--- src/verilog/clockDisplayPkg.sv ---
`default_nettype none

package clockDisplayPkg;

   //**********************************************************************
   // Basic types and screen geometry
   //**********************************************************************
   typedef logic [9:0]  pixelCoordT;       // Screen x or y
   typedef logic [18:0] romAddrT;          // Frame memory word address
   typedef logic [3:0]  bcdDigitT;         // 10..15 shown as 0

   localparam int unsigned screenWidth = 640;   // Also the memory row stride

   // Large time digits, boxes inclusive (63 x 106)
   localparam pixelCoordT bigDigitWidth    = 10'd62;
   localparam pixelCoordT bigDigitHeight   = 10'd105;
   localparam pixelCoordT bigDigitTop      = 10'd197;
   localparam pixelCoordT bigHoursTensX    = 10'd58;
   localparam pixelCoordT bigHoursUnitsX   = 10'd123;
   localparam pixelCoordT bigMinutesTensX  = 10'd260;
   localparam pixelCoordT bigMinutesUnitsX = 10'd324;
   localparam pixelCoordT bigSecondsTensX  = 10'd459;
   localparam pixelCoordT bigSecondsUnitsX = 10'd524;
   localparam pixelCoordT bigRowBase       = 10'd192;  // Glyph row = y - base

   // Memory column where each large glyph starts
   localparam pixelCoordT bigGlyphColumn [10] = '{
      10'd0, 10'd67, 10'd127, 10'd192, 10'd253,
      10'd320, 10'd383, 10'd450, 10'd511, 10'd576
   };

   // Small digits: week number and stopwatch
   localparam pixelCoordT smallDigitWidth  = 10'd8;
   localparam pixelCoordT smallDigitHeight = 10'd12;
   localparam pixelCoordT weekTop          = 10'd14;
   localparam pixelCoordT weekTensX        = 10'd358;
   localparam pixelCoordT weekUnitsX       = 10'd366;
   localparam pixelCoordT stopwatchTop     = 10'd418;
   localparam pixelCoordT stopwatchHoursX   = 10'd104;
   localparam pixelCoordT stopwatchMinutesX = 10'd128;
   localparam pixelCoordT stopwatchSecondsX = 10'd152;
   localparam pixelCoordT smallRowBase     = 10'd326;  // Small font rows in memory

   localparam pixelCoordT smallGlyphColumn [10] = '{
      10'd1, 10'd10, 10'd21, 10'd31, 10'd40,
      10'd51, 10'd60, 10'd71, 10'd80, 10'd90
   };

   // Stripe, panel and background bands
   localparam pixelCoordT stripeTop       = 10'd244;
   localparam pixelCoordT stripeBottom    = 10'd247;
   localparam pixelCoordT panelTop        = 10'd141;
   localparam pixelCoordT panelBottom     = 10'd348;
   localparam pixelCoordT panelRowBase    = 10'd29;
   localparam pixelCoordT bandTopEnd      = 10'd140;   // Green above the panel
   localparam pixelCoordT bandGreenMidEnd = 10'd351;
   localparam pixelCoordT bandBlackEnd    = 10'd353;
   localparam pixelCoordT bandGreenLowEnd = 10'd472;
   localparam pixelCoordT screenBottom    = 10'd480;   // White line ends here

   //**********************************************************************
   // Enums and pipeline structs
   //**********************************************************************
   typedef enum logic [2:0] {
      colorGreen = 3'd0,
      colorBlack = 3'd1,
      colorWhite = 3'd2
   } colorIdxT;

   typedef enum logic [2:0] {
      regionBand,
      regionBigDigit,
      regionSmallDigit,
      regionPanel,
      regionOffScreen
   } regionT;

   typedef struct packed {
      bcdDigitT hoursTens;
      bcdDigitT hoursUnits;
      bcdDigitT minutesTens;
      bcdDigitT minutesUnits;
      bcdDigitT secondsTens;
      bcdDigitT secondsUnits;
   } clockTimeT;

   typedef clockTimeT stopwatchTimeT;   // Same six-digit layout

   typedef struct packed {
      bcdDigitT tens;
      bcdDigitT units;
   } weekNumT;

   typedef struct packed {
      pixelCoordT pixelX;
      pixelCoordT pixelY;
   } pixelReqT;

   typedef struct packed {
      regionT     region;
      bcdDigitT   digit;        // Already forced into 0..9
      logic [5:0] glyphCol;
      pixelCoordT glyphRow;     // Memory row, panel rows included
      pixelCoordT pixelX;
      colorIdxT   bandColor;
   } decodedPixelT;

   typedef struct packed {
      regionT   region;
      romAddrT  addr;
      colorIdxT bandColor;
   } glyphFetchT;

   typedef struct packed {
      romAddrT  romAddr;
      colorIdxT colorIdx;
      logic     graphicsEn;     // 1 = memory, 0 = flat colour
      logic     pixelOn;
   } pixelOutT;

endpackage

`default_nettype wire

--- src/verilog/pixelRegionDecode.sv ---
`timescale 1ns/100ps
`default_nettype none

module pixelRegionDecode (
   input  logic                          clk,
   input  logic                          rstN,
   input  logic                          pixelValid,   // One pixel per strobe
   input  clockDisplayPkg::pixelReqT     pixel,
   input  clockDisplayPkg::clockTimeT    timeNow,
   input  clockDisplayPkg::stopwatchTimeT stopwatch,
   input  clockDisplayPkg::weekNumT      weekNum,
   output clockDisplayPkg::decodedPixelT decoded,
   output logic                          decodedValid
);

   import clockDisplayPkg::*;

   // Left edges in display order, matched to the digit arrays below
   localparam pixelCoordT bigLeft [6] = '{
      bigHoursTensX, bigHoursUnitsX, bigMinutesTensX,
      bigMinutesUnitsX, bigSecondsTensX, bigSecondsUnitsX
   };
   localparam pixelCoordT swLeft [6] = '{
      stopwatchHoursX,   stopwatchHoursX + smallDigitWidth,
      stopwatchMinutesX, stopwatchMinutesX + smallDigitWidth,
      stopwatchSecondsX, stopwatchSecondsX + smallDigitWidth
   };

   bcdDigitT     bigDigits [6];
   bcdDigitT     swDigits [6];
   logic         bigRowsHit, swRowsHit, weekRowsHit;
   logic         bigHit, swHit;
   bcdDigitT     bigSel, swSel;
   logic [5:0]   bigCol;
   pixelCoordT   px, py;
   decodedPixelT nextDec;

   function automatic logic inRange(pixelCoordT v, pixelCoordT lo, pixelCoordT hi);
      return (v >= lo) && (v <= hi);
   endfunction

   // Non-decimal codes print as zero
   function automatic bcdDigitT validDigit(bcdDigitT d);
      return (d > 4'd9) ? 4'd0 : d;
   endfunction

   assign px = pixel.pixelX;
   assign py = pixel.pixelY;

   assign bigDigits = '{timeNow.hoursTens, timeNow.hoursUnits, timeNow.minutesTens,
                        timeNow.minutesUnits, timeNow.secondsTens, timeNow.secondsUnits};
   assign swDigits  = '{stopwatch.hoursTens, stopwatch.hoursUnits, stopwatch.minutesTens,
                        stopwatch.minutesUnits, stopwatch.secondsTens, stopwatch.secondsUnits};

   assign bigRowsHit  = inRange(py, bigDigitTop, bigDigitTop + bigDigitHeight);
   assign weekRowsHit = inRange(py, weekTop, weekTop + smallDigitHeight);
   assign swRowsHit   = inRange(py, stopwatchTop, stopwatchTop + smallDigitHeight);

   //**********************************************************************
   // Digit box search
   //**********************************************************************
   always_comb begin
      bigHit = 1'b0;
      bigSel = '0;
      swHit  = 1'b0;
      swSel  = '0;
      for (int i = 0; i < 6; i++) begin
         if (bigRowsHit && inRange(px, bigLeft[i], bigLeft[i] + bigDigitWidth)) begin
            bigHit = 1'b1;              // Boxes never overlap
            bigSel = bigDigits[i];
         end
         if (swRowsHit && inRange(px, swLeft[i], swLeft[i] + smallDigitWidth - 10'd1)) begin
            swHit = 1'b1;               // Tens [X, X+7], units [X+8, X+15]
            swSel = swDigits[i];
         end
      end
   end

   // Centre the glyph in its screen third, wraps modulo 64
   always_comb begin
      if (px < 10'd212)      bigCol = px[5:0] + 6'd5;
      else if (px < 10'd412) bigCol = px[5:0] - 6'd4;
      else                   bigCol = px[5:0] - 6'd12;
   end

   //**********************************************************************
   // Region priority
   //**********************************************************************
   always_comb begin
      nextDec.region    = regionBand;
      nextDec.digit     = '0;
      nextDec.glyphCol  = '0;
      nextDec.glyphRow  = '0;
      nextDec.pixelX    = px;
      nextDec.bandColor = colorGreen;
      if (inRange(py, stripeTop, stripeBottom)) begin
         nextDec.bandColor = colorBlack;             // Stripe cuts through everything
      end else if (bigHit) begin
         nextDec.region   = regionBigDigit;
         nextDec.digit    = validDigit(bigSel);
         nextDec.glyphCol = bigCol;
         nextDec.glyphRow = py - bigRowBase;
      end else if (weekRowsHit && inRange(px, weekUnitsX, weekUnitsX + smallDigitWidth)) begin
         nextDec.region   = regionSmallDigit;        // Units win the shared column
         nextDec.digit    = validDigit(weekNum.units);
         nextDec.glyphCol = {3'b000, px[2:0]};
         nextDec.glyphRow = py - weekTop + smallRowBase;
      end else if (weekRowsHit && inRange(px, weekTensX, weekTensX + smallDigitWidth)) begin
         nextDec.region   = regionSmallDigit;
         nextDec.digit    = validDigit(weekNum.tens);
         nextDec.glyphCol = {3'b000, px[2:0]};
         nextDec.glyphRow = py - weekTop + smallRowBase;
      end else if (swHit) begin
         nextDec.region   = regionSmallDigit;
         nextDec.digit    = validDigit(swSel);
         nextDec.glyphCol = {3'b000, px[2:0]};
         nextDec.glyphRow = py - stopwatchTop + smallRowBase;
      end else if (py > screenBottom) begin
         nextDec.region = regionOffScreen;           // Below the visible area
      end else if (py <= bandTopEnd) begin
         nextDec.bandColor = colorGreen;
      end else if (inRange(py, panelTop, panelBottom)) begin
         nextDec.region   = regionPanel;             // Row carries y - 29
         nextDec.glyphRow = py - panelRowBase;
      end else if (py <= bandGreenMidEnd) begin
         nextDec.bandColor = colorGreen;
      end else if (py <= bandBlackEnd) begin
         nextDec.bandColor = colorBlack;
      end else if (py <= bandGreenLowEnd) begin
         nextDec.bandColor = colorGreen;
      end else begin
         nextDec.bandColor = colorWhite;             // Bottom line
      end
   end

   always_ff @(posedge clk) begin
      if (pixelValid) decoded <= nextDec;
   end

   always_ff @(posedge clk or negedge rstN) begin
      if (!rstN) decodedValid <= 1'b0;
      else       decodedValid <= pixelValid;
   end

endmodule

`default_nettype wire

--- src/verilog/glyphAddressGen.sv ---
`timescale 1ns/100ps
`default_nettype none

module glyphAddressGen (
   input  logic                          clk,
   input  logic                          rstN,
   input  clockDisplayPkg::decodedPixelT decoded,
   input  logic                          decodedValid,
   output clockDisplayPkg::glyphFetchT   fetch,
   output logic                          fetchValid
);

   import clockDisplayPkg::*;

   romAddrT colTerm;     // Column inside the memory row
   romAddrT rowTerm;     // Memory row before the stride
   romAddrT addrNext;

   //**********************************************************************
   // Column and row selection per region
   //**********************************************************************
   always_comb begin
      colTerm = '0;
      rowTerm = '0;
      case (decoded.region)
         regionBigDigit: begin
            colTerm = romAddrT'(decoded.glyphCol)
                    + romAddrT'(bigGlyphColumn[decoded.digit]);
            rowTerm = romAddrT'(decoded.glyphRow);
         end
         regionSmallDigit: begin
            colTerm = romAddrT'(decoded.glyphCol)
                    + romAddrT'(smallGlyphColumn[decoded.digit]);
            rowTerm = romAddrT'(decoded.glyphRow);
         end
         regionPanel: begin
            colTerm = romAddrT'(decoded.pixelX);     // Panel maps one to one
            rowTerm = romAddrT'(decoded.glyphRow);
         end
         default: begin
            colTerm = '0;                            // Flat colour, no fetch
            rowTerm = '0;
         end
      endcase
   end

   // Single multiply-add, row times stride
   assign addrNext = colTerm + rowTerm * romAddrT'(screenWidth);

   //**********************************************************************
   // Execute register
   //**********************************************************************
   always_ff @(posedge clk) begin
      if (decodedValid) begin
         fetch.region    <= decoded.region;
         fetch.addr      <= addrNext;
         fetch.bandColor <= decoded.bandColor;     // Rides along for the result stage
      end
   end

   always_ff @(posedge clk or negedge rstN) begin
      if (!rstN) begin
         fetchValid <= 1'b0;
      end else begin
         fetchValid <= decodedValid;
      end
   end

endmodule

`default_nettype wire

--- src/verilog/pixelOutputStage.sv ---
`timescale 1ns/100ps
`default_nettype none

module pixelOutputStage (
   input  logic                        clk,
   input  logic                        rstN,
   input  clockDisplayPkg::glyphFetchT fetch,
   input  logic                        fetchValid,
   output clockDisplayPkg::pixelOutT   pixelOut,
   output logic                        outValid
);

   import clockDisplayPkg::*;

   pixelOutT outNext;

   // Region to output flags
   always_comb begin
      outNext.romAddr    = fetch.addr;
      outNext.colorIdx   = colorGreen;
      outNext.graphicsEn = 1'b1;          // Digits and panel read memory
      outNext.pixelOn    = 1'b1;
      case (fetch.region)
         regionBand: begin
            outNext.graphicsEn = 1'b0;
            outNext.colorIdx   = fetch.bandColor;
         end
         regionOffScreen: begin
            outNext.romAddr    = '0;      // Blank below the screen
            outNext.graphicsEn = 1'b0;
            outNext.pixelOn    = 1'b0;
         end
         default: ;
      endcase
   end

   always_ff @(posedge clk or negedge rstN) begin
      if (!rstN) begin
         pixelOut <= '0;
         outValid <= 1'b0;
      end else begin
         outValid <= fetchValid;
         if (fetchValid) pixelOut <= outNext;   // Holds between strobes
      end
   end

endmodule

`default_nettype wire

--- src/verilog/clockDisplayRenderer.sv ---
`timescale 1ns/100ps
`default_nettype none

module clockDisplayRenderer (
   input  logic                           clk,
   input  logic                           rstN,
   input  logic                           pixelValid,
   input  clockDisplayPkg::pixelReqT      pixel,
   input  clockDisplayPkg::clockTimeT     timeNow,
   input  clockDisplayPkg::stopwatchTimeT stopwatch,
   input  clockDisplayPkg::weekNumT       weekNum,
   output clockDisplayPkg::pixelOutT      pixelOut,
   output logic                           outValid
);

   import clockDisplayPkg::*;

   //**********************************************************************
   // Three stage pipeline, fixed latency of 3
   //**********************************************************************
   decodedPixelT decoded;        // Decode to execute
   logic         decodedValid;
   glyphFetchT   fetch;          // Execute to result
   logic         fetchValid;

   // Region and digit selection
   pixelRegionDecode i_pixelRegionDecode (
      .clk          (clk),
      .rstN         (rstN),
      .pixelValid   (pixelValid),
      .pixel        (pixel),
      .timeNow      (timeNow),
      .stopwatch    (stopwatch),
      .weekNum      (weekNum),
      .decoded      (decoded),
      .decodedValid (decodedValid)
   );

   // Frame memory address
   glyphAddressGen i_glyphAddressGen (
      .clk          (clk),
      .rstN         (rstN),
      .decoded      (decoded),
      .decodedValid (decodedValid),
      .fetch        (fetch),
      .fetchValid   (fetchValid)
   );

   // Output flags and registers
   pixelOutputStage i_pixelOutputStage (
      .clk        (clk),
      .rstN       (rstN),
      .fetch      (fetch),
      .fetchValid (fetchValid),
      .pixelOut   (pixelOut),
      .outValid   (outValid)
   );

endmodule

`default_nettype wire

--- config.mk ---
export PLATFORM = sky130hd
export DESIGN_NAME = clockDisplayRenderer
export DESIGN_NICKNAME = d
export VERILOG_FILES = /design/src/verilog/clockDisplayPkg.sv /design/src/verilog/pixelRegionDecode.sv /design/src/verilog/glyphAddressGen.sv /design/src/verilog/pixelOutputStage.sv /design/src/verilog/clockDisplayRenderer.sv
export SDC_FILE = /design/constraint.sdc
export NUM_CORES = 1
export LEC_CHECK = 0
export BUFFER_PORTS_ARGS = -buffer_cell sky130_fd_sc_hd__clkbuf_2
export CORE_ASPECT_RATIO = 1.1
export CORE_MARGIN = 3
export CORE_UTILIZATION = 60
export CTS_BUF_LIST = sky130_fd_sc_hd__clkbuf_4
export DETAILED_ROUTE_END_ITERATION = 7
export PLACE_DENSITY = 0.91
export SYNTH_ARGS = -nofsm -noshare
export SYNTH_HDL_FRONTEND = slang
export SYNTH_HIERARCHICAL = 1
export SYNTH_SLANG_ARGS = --single-unit
--- constraint.sdc ---
create_clock -name clk -period 4.8 [get_ports clk]
set_input_delay 0.96 -clock clk [delete_from_list [all_inputs] [get_ports clk]]
set_output_delay 0.96 -clock clk [all_outputs]
set_load 0.005 [all_outputs]
# After elaboration in Yosys (flattened, before gate mapping)
# Memories as Yosys holds them, arrays and structs flattened.
# Cells that the tools add are included.
dict set report totals {
  mem_bits_ro 320
  memories 2
  reg_bits 86
  word_cells 190
}
dict set report classes {
  n_mul 1
  magnitude_cmp 50
  reduce_logical 39
  n_mux 62
  bitwise 1
  add_sub_neg 12
  n_eq_ne 4
}
# memory depth word_bits read_ports rd_clocked_by_memory_dff write_ports line
set memory_table {}
lappend memory_table {{(name not given)} 16 10 1 0 0 glyphAddressGen.sv:28} ;# + romAddrT'(bigGlyphColumn[decoded.digit]);
lappend memory_table {{(name not given)} 16 10 1 0 0 glyphAddressGen.sv:33} ;# + romAddrT'(smallGlyphColumn[decoded.digit]);
# op count
set op_table {}
lappend op_table {{$le A10 B9 Y1 const B} 10}
lappend op_table {{$mux W10} 10}
lappend op_table {{$ge A10 B8 Y1 const B} 7}
lappend op_table {{$le A10 B8 Y1 const B} 7}
lappend op_table {{$mux W4} 16}
lappend op_table {{$ge A10 B9 Y1 const B} 6}
lappend op_table {{$pmux W19 S3} 1}
lappend op_table {{$mux W22} 2}
lappend op_table {{$logic_and A1 B1 Y1} 33}
lappend op_table {{$ge A10 B7 Y1 const B} 3}
lappend op_table {{$le A10 B7 Y1 const B} 3}
lappend op_table {{$mux W1} 23}
lappend op_table {{$add A6 B10 Y11} 2}
lappend op_table {{$mux W21} 1}
lappend op_table {{$add A10 B9 Y10 const B} 2}
lappend op_table {{$le A10 B10 Y1 const B} 2}
lappend op_table {{$add A19 B19 Y19} 1}
lappend op_table {{$mux W19} 1}
lappend op_table {{$gt A4 B4 Y1 const B} 4}
lappend op_table {{$mul A10 B3 Y12 const B} 1}
lappend op_table {{$mux W6} 2}
lappend op_table {{$ge A10 B10 Y1 const B} 1}
lappend op_table {{$ge A10 B4 Y1 const B} 1}
lappend op_table {{$ge A10 B6 Y1 const B} 1}
lappend op_table {{other kinds (23)} 29}

# Longest topological paths before layout
# Gate-level depths: netlist of the first run.
dict set report logic_depth {
  word_depth 15
  depth_mapped 21
  ltp_nobuf 21
}

# Cells and area by module
# The synthesis of the first run kept the hierarchy.
# mod instances area_each_um2 cells_each
set modules_own_cells {}
lappend modules_own_cells {pixelRegionDecode 1 3893.7 469}
lappend modules_own_cells {glyphAddressGen 1 2536.2 264}
lappend modules_own_cells {pixelOutputStage 1 1027.2 105}

# Worst setup path before layout of the first run
# No wires, ideal clock.
dict set report synth_path {
  path_type {flip-flop to flip-flop}
  start {register, netlist name i_pixelRegionDecode/decoded[29]}
  end {register, netlist name i_glyphAddressGen/fetch[20]}
  stages_incl_launch_ff 22
  path_slack_ns 0.789
  setup_time_ns 0.264
  t_required_ns 4.536
  t_arrival_ns 3.747
  n_path_buf 0
  cell_sequence {edfxtp_1 -> inv_2 -> ha_1 -> nor2_1 -> a21oi_1 -> o21a_1 -> ha_1 -> a21o_1 -> a21o_1 -> a21oi_2 -> a221oi_1 -> xor2_1 -> a221o_1 -> ha_1 -> inv_1 -> fa_1 -> inv_1 -> a21o_1 -> a21oi_1 -> nor3b_2 -> nand3_1 -> xnor2_1}
}
dict set report synth_between {
  elab_chain_cells 7
  elab_cells_between_ends 11
  classes_between {3 x add/sub; 5 x mux; 1 x bitwise; 2 x memory}
}
# element line
set synth_rtl {}
lappend synth_rtl {{$not A4 Y5 (not written as such) (*)} {glyphAddressGen.sv:28, glyphAddressGen.sv:33}}
lappend synth_rtl {{$mem_v2 Z16 W10, on equally long branches} -}
lappend synth_rtl {{$mux W10, on equally long branches (2 in series)} {glyphAddressGen.sv:33, glyphAddressGen.sv:28}}
lappend synth_rtl {{$add A6 B10 Y11, on equally long branches} {glyphAddressGen.sv:33, glyphAddressGen.sv:28}}
lappend synth_rtl {{$pmux W19 S3 (*)} glyphAddressGen.sv:25} ;# case (decoded.region)
lappend synth_rtl {{$add A19 B19 Y19 (*)} glyphAddressGen.sv:48} ;# assign addrNext = colTerm + rowTerm * romAddrT'(screenWidth);
lappend synth_rtl {{net i_glyphAddressGen.addrNext[17]} glyphAddressGen.sv:17} ;# romAddrT addrNext;
# The timed path passes the listed nets; every way through them passes the cells marked *. The select of a mux whose other input is x is not followed.
# A chain may end at the register's enable or synchronous reset.

# Worst setup path after layout of the first run
dict set report layout_path {
  start {register, netlist name i_pixelRegionDecode/decoded[29]}
  end {register, netlist name i_glyphAddressGen/fetch[20]}
}
dict set report layout_between {
  elab_chain_cells 7
  elab_cells_between_ends 11
  classes_between {3 x add/sub; 5 x mux; 1 x bitwise; 2 x memory}
}
# element line
set layout_rtl {}
lappend layout_rtl {{$not A4 Y5 (not written as such) (*)} {glyphAddressGen.sv:28, glyphAddressGen.sv:33}}
lappend layout_rtl {{$mem_v2 Z16 W10, on equally long branches} -}
lappend layout_rtl {{$mux W10, on equally long branches (2 in series)} {glyphAddressGen.sv:33, glyphAddressGen.sv:28}}
lappend layout_rtl {{$add A6 B10 Y11, on equally long branches} {glyphAddressGen.sv:33, glyphAddressGen.sv:28}}
lappend layout_rtl {{$pmux W19 S3 (*)} glyphAddressGen.sv:25}
lappend layout_rtl {{$add A19 B19 Y19 (*)} glyphAddressGen.sv:48}
lappend layout_rtl {{net i_glyphAddressGen.addrNext[17]} glyphAddressGen.sv:17}
# Marks and branches as above.

==> results of run 1 <==
## stage by stage
stage | hold WS, ns | power [W] | std cells
floorplan | 0.386 | 0.00141 | 838
global placement | 0.450 | 0.00157 | 1053
detailed placement | 0.449 | 0.00160 | 1053
CTS | 0.474 | 0.00205 | 1069
global route | 0.501 | 0.00217 | 1069
finish | 0.482 | 0.00205 | 1070
## cell type report
class	count	area share (%)
multi-input cells	646	55.7
flip-flops and latches	87	30.5
repair buffers	107	6.71
inverters	59	2.72
well taps	154	2.37
clock buffers	12	1.11
clock inverters	4	0.862
diodes	1	0.0308
## registers in the layout, indices dropped and copies added, names as in the netlist
register	count
i_pixelRegionDecode/decoded	35
i_glyphAddressGen/fetch	25
i_pixelOutputStage/pixelOut	24
i_glyphAddressGen/fetchValid	1
i_pixelOutputStage/outValid	1
i_pixelRegionDecode/decodedValid	1
## cell usage in the layout, fill, tap and decap left out, drive strengths merged, types with 6 or more instances in the layout
cell / count
clkbuf: 115
nand2: 75
nor2: 70
a21oi: 62
ha: 61
edfxtp: 60
inv: 59
o21ai: 49
dfrtp: 27
o22ai: 27
nand3: 19
xnor2: 19
nor2b: 17
nor3: 17
xor2: 14
and2: 14
a21o: 13
nand2b: 12
a22oi: 12
o211ai: 10
a211oi: 10
or3: 10
nor3b: 9
o21a: 8
nand4: 7
a31oi: 6
o21bai: 6
## metal layers
layer / wire [um] / up-vias / global-route usage, %
li1: - / 3216 / -
met1: 7380 / 3036 / 33.1
met2: 8950 / 406 / 46.2
met3: 1430 / 62 / 3.67
met4: 682 / 0 / 12.5
met5: 0 / - / 0
## worst paths after layout
path,end,slack (ns),cells after the start,startpoint
max reg2reg,i_glyphAddressGen/fetch[20],0.30,21,i_pixelRegionDecode/decoded[29]
min reg2reg,i_glyphAddressGen/fetch[0],0.48,0,i_pixelRegionDecode/decoded[0]
max in group asynchronous,i_pixelOutputStage/pixelOut[5],3.87,1,rstN
min,i_glyphAddressGen/fetch[0],0.48,0,i_pixelRegionDecode/decoded[0]
max,i_glyphAddressGen/fetch[20],0.30,21,i_pixelRegionDecode/decoded[29]
min in group asynchronous,i_pixelOutputStage/pixelOut[17],0.52,1,rstN
## power groups by stage
| stage | logic [W] | registers [W] | clock network (W) |
|---|---|---|---|
| after global routing | 0.000704 | 0.000970 | 0.000500 |
| after floorplan | 0.000449 | 0.000957 | 0 |
| after detailed placement | 0.000619 | 0.000977 | 0 |
| after CTS | 0.000625 | 0.000960 | 0.000469 |
| after global placement | 0.000600 | 0.000970 | 0 |
| final | 0.000633 | 0.000959 | 0.000457 |
## worst max-delay path: stages (launching register included)
cell	delay, ns
edfxtp_1	0.69
inv_2	0.11
ha_1	0.36
nor2_1	0.11
a21oi_1	0.06
o21a_1	0.21
ha_1	0.28
a21o_1	0.20
a21o_1	0.22
a21oi_2	0.21
a221oi_1	0.12
xor2_1	0.16
a221o_1	0.30
ha_1	0.19
inv_1	0.07
fa_1	0.19
inv_1	0.05
a21o_1	0.17
a21oi_1	0.30
nor3b_2	0.10
nand3_1	0.11
xnor2_1	0.06
## kinds of logic (layout without fill, tap and decap cells)
group	Yosys count	count (layout)
buf+inv	105	182
flops	87	87
other cells	2	3
simple gates	274	274
compound gates	264	264
xor+xnor	33	33
mux	7	7
fa+ha+maj	66	66
==> reports/qor.yml, run 1 <==
status: "completed"
syn_area_per_cell_um2: 8.90
postRouteWirelength_um: 18400
cts_sinks: 87
synth_fa_ha_area_share_pct: 11.6
synth_compound_area_share_pct: 25.0
grt-ovfl-total: 0
switching_share_pct: 31.8
dieWidth_um: 112
synth_common_cells: "nand2_1 (73), nor2_1 (69), ha_1 (61)"
htree_levels: 3
synth_top_family_by_area: "compound AO/OA/AOI/OAI gates"
cp_data_required_time_ns: 5.00
yosysSeqAreaShare_pct: 33.2
syn_to_final_growth_pct: 9.04
clkPwrFrac_pct: 22.3
first_global_vias: 6391
cts_buffers: 9
place_area_um2: 7970
drive_gt1_share_pct: 17.2
min_period_ns: 4.50
yosys.cell_types.count: 94
p_switching_w: 0.000653
grt_max_degree: 37
coreArea_um2: 12100
place_ws_ns: 0.344
clk_path_buf_depth: 2
critPathMaxFanout: 12
vias: 6720
fin_area_um2: 8130
dr.pass1.iters: 5
netlist_area_um2: 7460
clkTransAtPathRegs_ns: 0.12
worstHoldPathType: "reg2reg"
multiInputGateArea_um2: 4530
track_usage_pct: 26.6
netlist_instances: 838
drc: 0
powerDensity_nw_per_um2: 252
ctsResizeCount: 0
die_area_um2: 13800
synth.area.mux_share_pct: 0.973
finalSetupViolCount: 0
yosys_register_bits: 87
fin_crit_sh_pct: 93.8
nets: 1055
portBuffers: 103
postCtsSetupBuffers: 0
fill_cells: 982
seq_power_share_pct: 46.8
synthTopCellsByArea: "edfxtp_1 (24%), ha_1 (10%), dfrtp_1 (9.1%)"
fin_skew_ns: 0.0135
synth_ff_type: "edfxtp_1"
max_freq_mhz: 222
critPathKind: "reg2reg"
ios: 104
initial_core_util_pct: 61.7
start_kind: "register"
synth_warnings: 6
ir_drop_uv: 181
final_antenna_net_count: 0
synthSimpleGateAreaFrac_pct: 19.1
clkLatencyLatePin_ns: 0.44
synth_xor_xnor_area_share_pct: 3.98
syn_nets: 983
clock-root-buffer: "clkbuf_4"
end_kind: "register"
synth_edf_count: 60
rows: 42
power.leakage_nw: 3.46
post-route-util_pct: 67.3
max_cap_violations: 0
pwr-share-comb_pct: 30.9
intPower_w: 0.00140
place_congestion: 0.980
ff_latch_area_um2: 2480
slew_viol_final: 0
synthArstFlopShare_pct: 31.0
final.setup.worst_slack_ns: 0.296
arrival_ns: 4.70
dp_hpwl_um: 14000
rsz0062_at_grt: "no"
cts_hold_buf: 0
drt-initial-drc-count: 632
synth_most_common_cell: "nand2_1"
tightest_slew_ns: 1.18
synth_area_leader_cell: "edfxtp_1"
antenna_found_initial: 0
routedWlPerCell_um: 17.2
die-height_um: 123
yosysTopAreaCellShare_pct: 24.2
grt_pass1_wl_um: 30100
hold_viol: 0
max_slew_margin_pct: 20.9
setup_tns_ns: 0
avgViaCountPerCell: 6.28
cts_tree: "yes"
(Power assumes the default switching activity.)
==> run 2, diff against run 1 <==
SETUP_SLACK_MARGIN = 0.3   (was not set)
==> reports/qor.yml, run 2 (same netlist as run 1, synthesis figures left out) <==
status: "completed"
dieWidth_um: 112  # unchanged
initial_core_util_pct: 61.7  # unchanged
rows: 42  # unchanged
cts_sinks: 87  # unchanged
grt_pass1_wl_um: 30100  # unchanged
vias: 6760  # +0.60%
place_area_um2: 7970  # unchanged
critPathKind: "reg2reg"
cts_tree: "yes"
tightest_slew_ns: 1.17  # -0.00801 ns
drive_gt1_share_pct: 17.9  # +0.76 points
final_antenna_net_count: 0  # unchanged
dr.pass1.iters: 7  # +2
max_cap_violations: 0  # unchanged
cpPeakStageDelay_ns: 0.60  # -0.09 ns
rsz0062_at_grt: "no"
dp.cells: 1053  # unchanged
cts_hold_buf: 0  # unchanged
portBuffers: 103  # unchanged
end_kind: "register"
ir_drop_uv: 155  # -14%
first_global_vias: 6391  # unchanged
htree_levels: 3  # unchanged
layout_commonest_cell: "clkbuf_2"
die_area_um2: 13800  # unchanged
arrival_ns: 4.48  # -0.22 ns
fin_crit_sh_pct: 89.2  # -4.6 points
cp_data_required_time_ns: 5.00  # about the same
max_slew_margin_pct: 21.4  # +0.54 points
finalNonFillerCells: 1076  # +0.56%
coreArea_um2: 12100  # unchanged
setup_tns_ns: 0  # unchanged
worstHoldPathType: "reg2reg"
power.leakage_nw: 3.50  # +0.92%
finalSetupViolCount: 0  # unchanged
slowest_stage: "edfxtp_1"
routedWlPerCell_um: 17.4  # +0.93%
final_cell_mix: "clkbuf_2 (103), nand2_1 (73), nor2_1 (69), ha_1 (61), edfxtp_1 (60)"
grt_max_degree: 37  # unchanged
largestRegisters: "i_pixelRegionDecode/decoded (35), i_glyphAddressGen/fetch (25), i_pixelOutputStage/pixelOut (24)"
largest_register: "i_pixelRegionDecode/decoded"
postRouteWirelength_um: 18700  # +1.5%
syn_to_final_growth_pct: 9.78
die-height_um: 123  # unchanged
start_kind: "register"
drc: 0  # unchanged
slew_viol_final: 0  # unchanged
critPathMaxFanout: 14  # +2
clkTransAtPathRegs_ns: 0.12  # about the same
dp_hpwl_um: 14000  # unchanged
clock-root-buffer: "clkbuf_4"
avgViaCountPerCell: 6.28  # about the same
fin_skew_ns: 0.0136  # +0.000122 ns
clk_path_buf_depth: 2  # unchanged
grt-ovfl-total: 0  # unchanged
hold_viol: 0  # unchanged
largest_reg_flops: 35  # unchanged
ios: 104  # unchanged
cp_cell_sequence: "nor2_1 > nand2_1 > o21ai_0 > ha_1 > inv_1 > fa_1 > nor2b_1 > o21ai_1 > a21oi_1 > o21ai_1 > mux2i_1 > o21a_1 > fa_1 > inv_1 > a21o_1 > a21oi_2 > nor3b_2 > nand3_1 > xnor2_1"
clkLatencyLatePin_ns: 0.44  # about the same
place_congestion: 0.980  # unchanged
cts_buffers: 9  # unchanged
nets: 1061  # +0.57%
powerDensity_nw_per_um2: 252  # -0.10%
track_usage_pct: 26.6  # unchanged
final.setup.worst_slack_ns: 0.517  # +0.221 ns
place_ws_ns: 0.344  # unchanged
drt-initial-drc-count: 553  # -13%
post-route-util_pct: 67.7  # +0.46 points
fin_area_um2: 8190  # +0.68%
min_period_ns: 4.28  # -0.221 ns
max_freq_mhz: 233  # +5.2%
antenna_found_initial: 0  # unchanged
run 2: cell count changes in the layout (fill, tap and decap cells not counted), sizes merged:
cell  change
buf       +6
run 2: what timing repair did:
item | in CTS | in global routing
setup endpoints to repair | 0 | 8
setup buffers | 0 | 6
resized for setup | 0 | 2
run 2: per-layer routing:
metal  part of all wire (%)  GRT usage (%)  vias up  wire length [um]
met1                     40           33.1     3069              7540
met4                    4.2           12.5        0               777
li1                       -              -     3233                 -
met5                      0              0        -                 0
met2                     48           46.2      385              8950
met3                    7.7           3.67       73              1450
run 2: power by group:
| group | total [W] | internal, W | switching, W |
|---|---|---|---|
| logic | 0.000649 | 0.000271 | 0.000378 |
| registers | 0.000958 | 0.000905 | 0.0000530 |
| clock network | 0.000455 | 0.000228 | 0.000227 |
run 2: worst paths after layout:
path	to	slack (ns)	depth (start not counted)	start
worst max-delay path	i_glyphAddressGen/fetch[20]	0.52	19	i_pixelRegionDecode/decoded[32]
worst min-delay path	i_glyphAddressGen/fetch[0]	0.48	0	i_pixelRegionDecode/decoded[0]
worst max register to register	i_glyphAddressGen/fetch[20]	0.52	19	i_pixelRegionDecode/decoded[32]
worst min register to register	i_glyphAddressGen/fetch[0]	0.48	0	i_pixelRegionDecode/decoded[0]
max in group asynchronous	i_pixelOutputStage/pixelOut[5]	3.87	1	rstN
min in group asynchronous	i_pixelOutputStage/pixelOut[17]	0.52	1	rstN
run 2: critical path: cells and delay by family, from the launching register on:
kind	cells	cell delay, ns
fa+ha+maj	3	1.04
simple gates	5	1.01
compound gates	7	0.99
flops	1	0.60
mux	1	0.15
xor+xnor	1	0.14
buf+inv	2	0.13
run 2: metrics by stage:
step / power [W] / hold WS [ns]
detailed placement: 0.00160 / 0.449
floorplan: 0.00141 / 0.386
finish: 0.00206 / 0.482
CTS: 0.00205 / 0.474
global placement: 0.00157 / 0.450
global route: 0.00218 / 0.501
run 2: area by class of cell:
type                    count  area (um^2)
multi-input cells         646         4540
fillers                   969         3900
flip-flops and latches     87         2480
repair buffers            113          591
inverters                  59          221
well taps                 154          193
clock buffers              12         90.1
clock inverters             4         70.1
diodes                      1         2.50
==> run 3, diff against run 2 <==
CELL_PAD_IN_SITES_DETAIL_PLACEMENT = 2   (was not set)
CELL_PAD_IN_SITES_GLOBAL_PLACEMENT = 2   (was not set)
CORE_UTILIZATION = 37   (was 60)
==> reports/qor.yml, run 3 (same netlist as run 1, synthesis figures left out) <==
status: "completed"
grt_max_degree: 50  # +35%
avgViaCountPerCell: 5.91  # -5.9%
use_met1_pct: 28.4  # -4.7 points
power.leakage_nw: 3.52  # +0.57%
vias: 6959  # +2.9%
start_kind: "register"
dr.pass1.iters: 5  # -2
grt_use_met3_pct: 2.61  # -1.1 points
largest_reg_flops: 35  # unchanged
ios: 104  # unchanged
worstHoldPathType: "in2async"
critPathMaxFanout: 5  # -9
final_antenna_net_count: 0  # unchanged
finalNonFillerCells: 1177  # +9.4%
nets: 1069  # +0.75%
slew_viol_final: 0  # unchanged
tightest_slew_ns: 1.26  # +0.0832 ns
clk_path_buf_depth: 2  # unchanged
largestRegisters: "i_pixelRegionDecode/decoded (35), i_glyphAddressGen/fetch (25), i_pixelOutputStage/pixelOut (24)"
timing.hold.ws_ns: 0.507  # +0.0248 ns
arrival_ns: 4.63  # +0.15 ns
max_freq_mhz: 227  # -2.7%
drive_gt1_share_pct: 19.1  # +1.1 points
grt-ovfl-total: 0  # unchanged
critPathKind: "reg2reg"
drc: 0  # unchanged
htree_levels: 3  # unchanged
fill_cells: 2214  # +130%
layout_commonest_cell: "clkbuf_2"
dp.cells: 1149  # +9.1%
coreArea_um2: 19400  # +61%
cp_data_required_time_ns: 5.03  # +0.03 ns
max_slew_margin_pct: 15.9  # -5.6 points
max_cap_violations: 0  # unchanged
dieWidth_um: 141  # +26%
cts_tree: "yes"
clock-root-buffer: "clkbuf_4"
postRouteWirelength_um: 26100  # +40%
fin_skew_ns: 0.0241  # +0.0105 ns
rows: 53  # +26%
setup_tns_ns: 0  # unchanged
end_kind: "register"
dp_hpwl_um: 19700  # +40%
min_period_ns: 4.40  # +0.119 ns
portBuffers: 103  # unchanged
finalSetupViolCount: 0  # unchanged
final_cell_mix: "clkbuf_2 (103), nand2_1 (73), nor2_1 (68), ha_1 (61), edfxtp_1 (60)"
place_congestion: 0.887  # -9.5%
total_power_w: 0.00207  # +0.62%
cts_sinks: 87  # unchanged
fin_crit_sh_pct: 91.7  # +2.5 points
cts_hold_buf: 0  # unchanged
syn_to_final_growth_pct: 11.9
rsz0062_at_grt: "no"
clkLatencyLatePin_ns: 0.47  # +0.03 ns
grtUsageMet2_pct: 41.8  # -4.4 points
busiest_layer: "met2"
powerDensity_nw_per_um2: 248  # -1.3%
first_global_vias: 7583  # +19%
cts_buffers: 9  # unchanged
die_area_um2: 21900  # +59%
initial_core_util_pct: 38.4  # -23 points
antenna_found_initial: 1  # +1
clkTransAtPathRegs_ns: 0.16  # +0.04 ns
track_usage_pct: 22.9  # -3.7 points
r2r_slack_ns: 0.40  # -0.12 ns
ir_drop_uv: 148  # -4.8%
drt-initial-drc-count: 336  # -39%
die-height_um: 155  # +26%
routedWlPerCell_um: 22.2  # +28%
largest_register: "i_pixelRegionDecode/decoded"
hold_viol: 0  # unchanged
grt_pass1_wl_um: 40500  # +34%
## run 3: worst paths after layout
kind,start,endpoint,cells past startpoint
worst max-delay path,i_pixelRegionDecode/decoded[30],i_glyphAddressGen/fetch[20],20
worst min-delay path,rstN,i_pixelOutputStage/pixelOut[21],1
worst max register to register,i_pixelRegionDecode/decoded[30],i_glyphAddressGen/fetch[20],20
worst min register to register,i_pixelRegionDecode/decoded[1],i_glyphAddressGen/fetch[1],0
max in group asynchronous,rstN,i_glyphAddressGen/fetchValid,1
min in group clk,i_pixelRegionDecode/decoded[1],i_glyphAddressGen/fetch[1],0
## run 3: metrics by stage
step / instance area (um^2) / util [%] / worst slack, ns
floorplan: 7460 / - / 0.789
global placement: 8110 / 41.7 / 0.682
detailed placement: 8110 / 41.7 / 0.321
CTS: 8240 / 42.4 / 0.342
global route: 8350 / 43.0 / 0.162
finish: 8350 / 43.0 / 0.399
## run 3: routing by layer
layer / up-vias / wire [um]
met2: 196 / 13500
met1: 3484 / 11100
met5: - / 0
li1: 3239 / -
met3: 40 / 930
met4: 0 / 615
## run 3: power breakdown
| part | internal [W] | total [W] | switching [W] |
|---|---|---|---|
| Sequential | 0.000905 | 0.000961 | 0.0000557 |
| Clock | 0.000113 | 0.000394 | 0.000281 |
| Combinational | 0.000282 | 0.000720 | 0.000437 |
## run 3: area by class of cell
class	count	area, um^2	area share [%]
clock inverter	7	56.3	0.675
tap	247	309	3.70
multi-input combinational	646	4560	54.7
antenna	1	2.50	0.0300
inverter	59	221	2.65
timing repair buffer	121	651	7.79
sequential	87	2480	29.7
clock buffer	9	67.6	0.809
## run 3: timing repair
item | CTS | global route
cloned | 0 | 0
pin swaps | 0 | 4
setup buffers | 0 | 11
setup endpoints to repair | 1 | 8
gates resized for setup | 1 | 6
## run 3: critical path, stage by stage, from the launching register on
cell and delay, ns:
edfxtp_1 0.44, inv_2 0.09, ha_1 0.35, nor2_1 0.08
a21oi_1 0.21, o21a_1 0.19, inv_1 0.07, fa_1 0.45
nor2b_1 0.18, o21ai_1 0.15, a21oi_1 0.25, o21ai_1 0.12
mux2i_1 0.14, o21a_1 0.21, fa_2 0.39, inv_1 0.08
a21o_1 0.16, a21oi_4 0.08, nor3b_2 0.23, nand3_1 0.16
xnor2_1 0.16
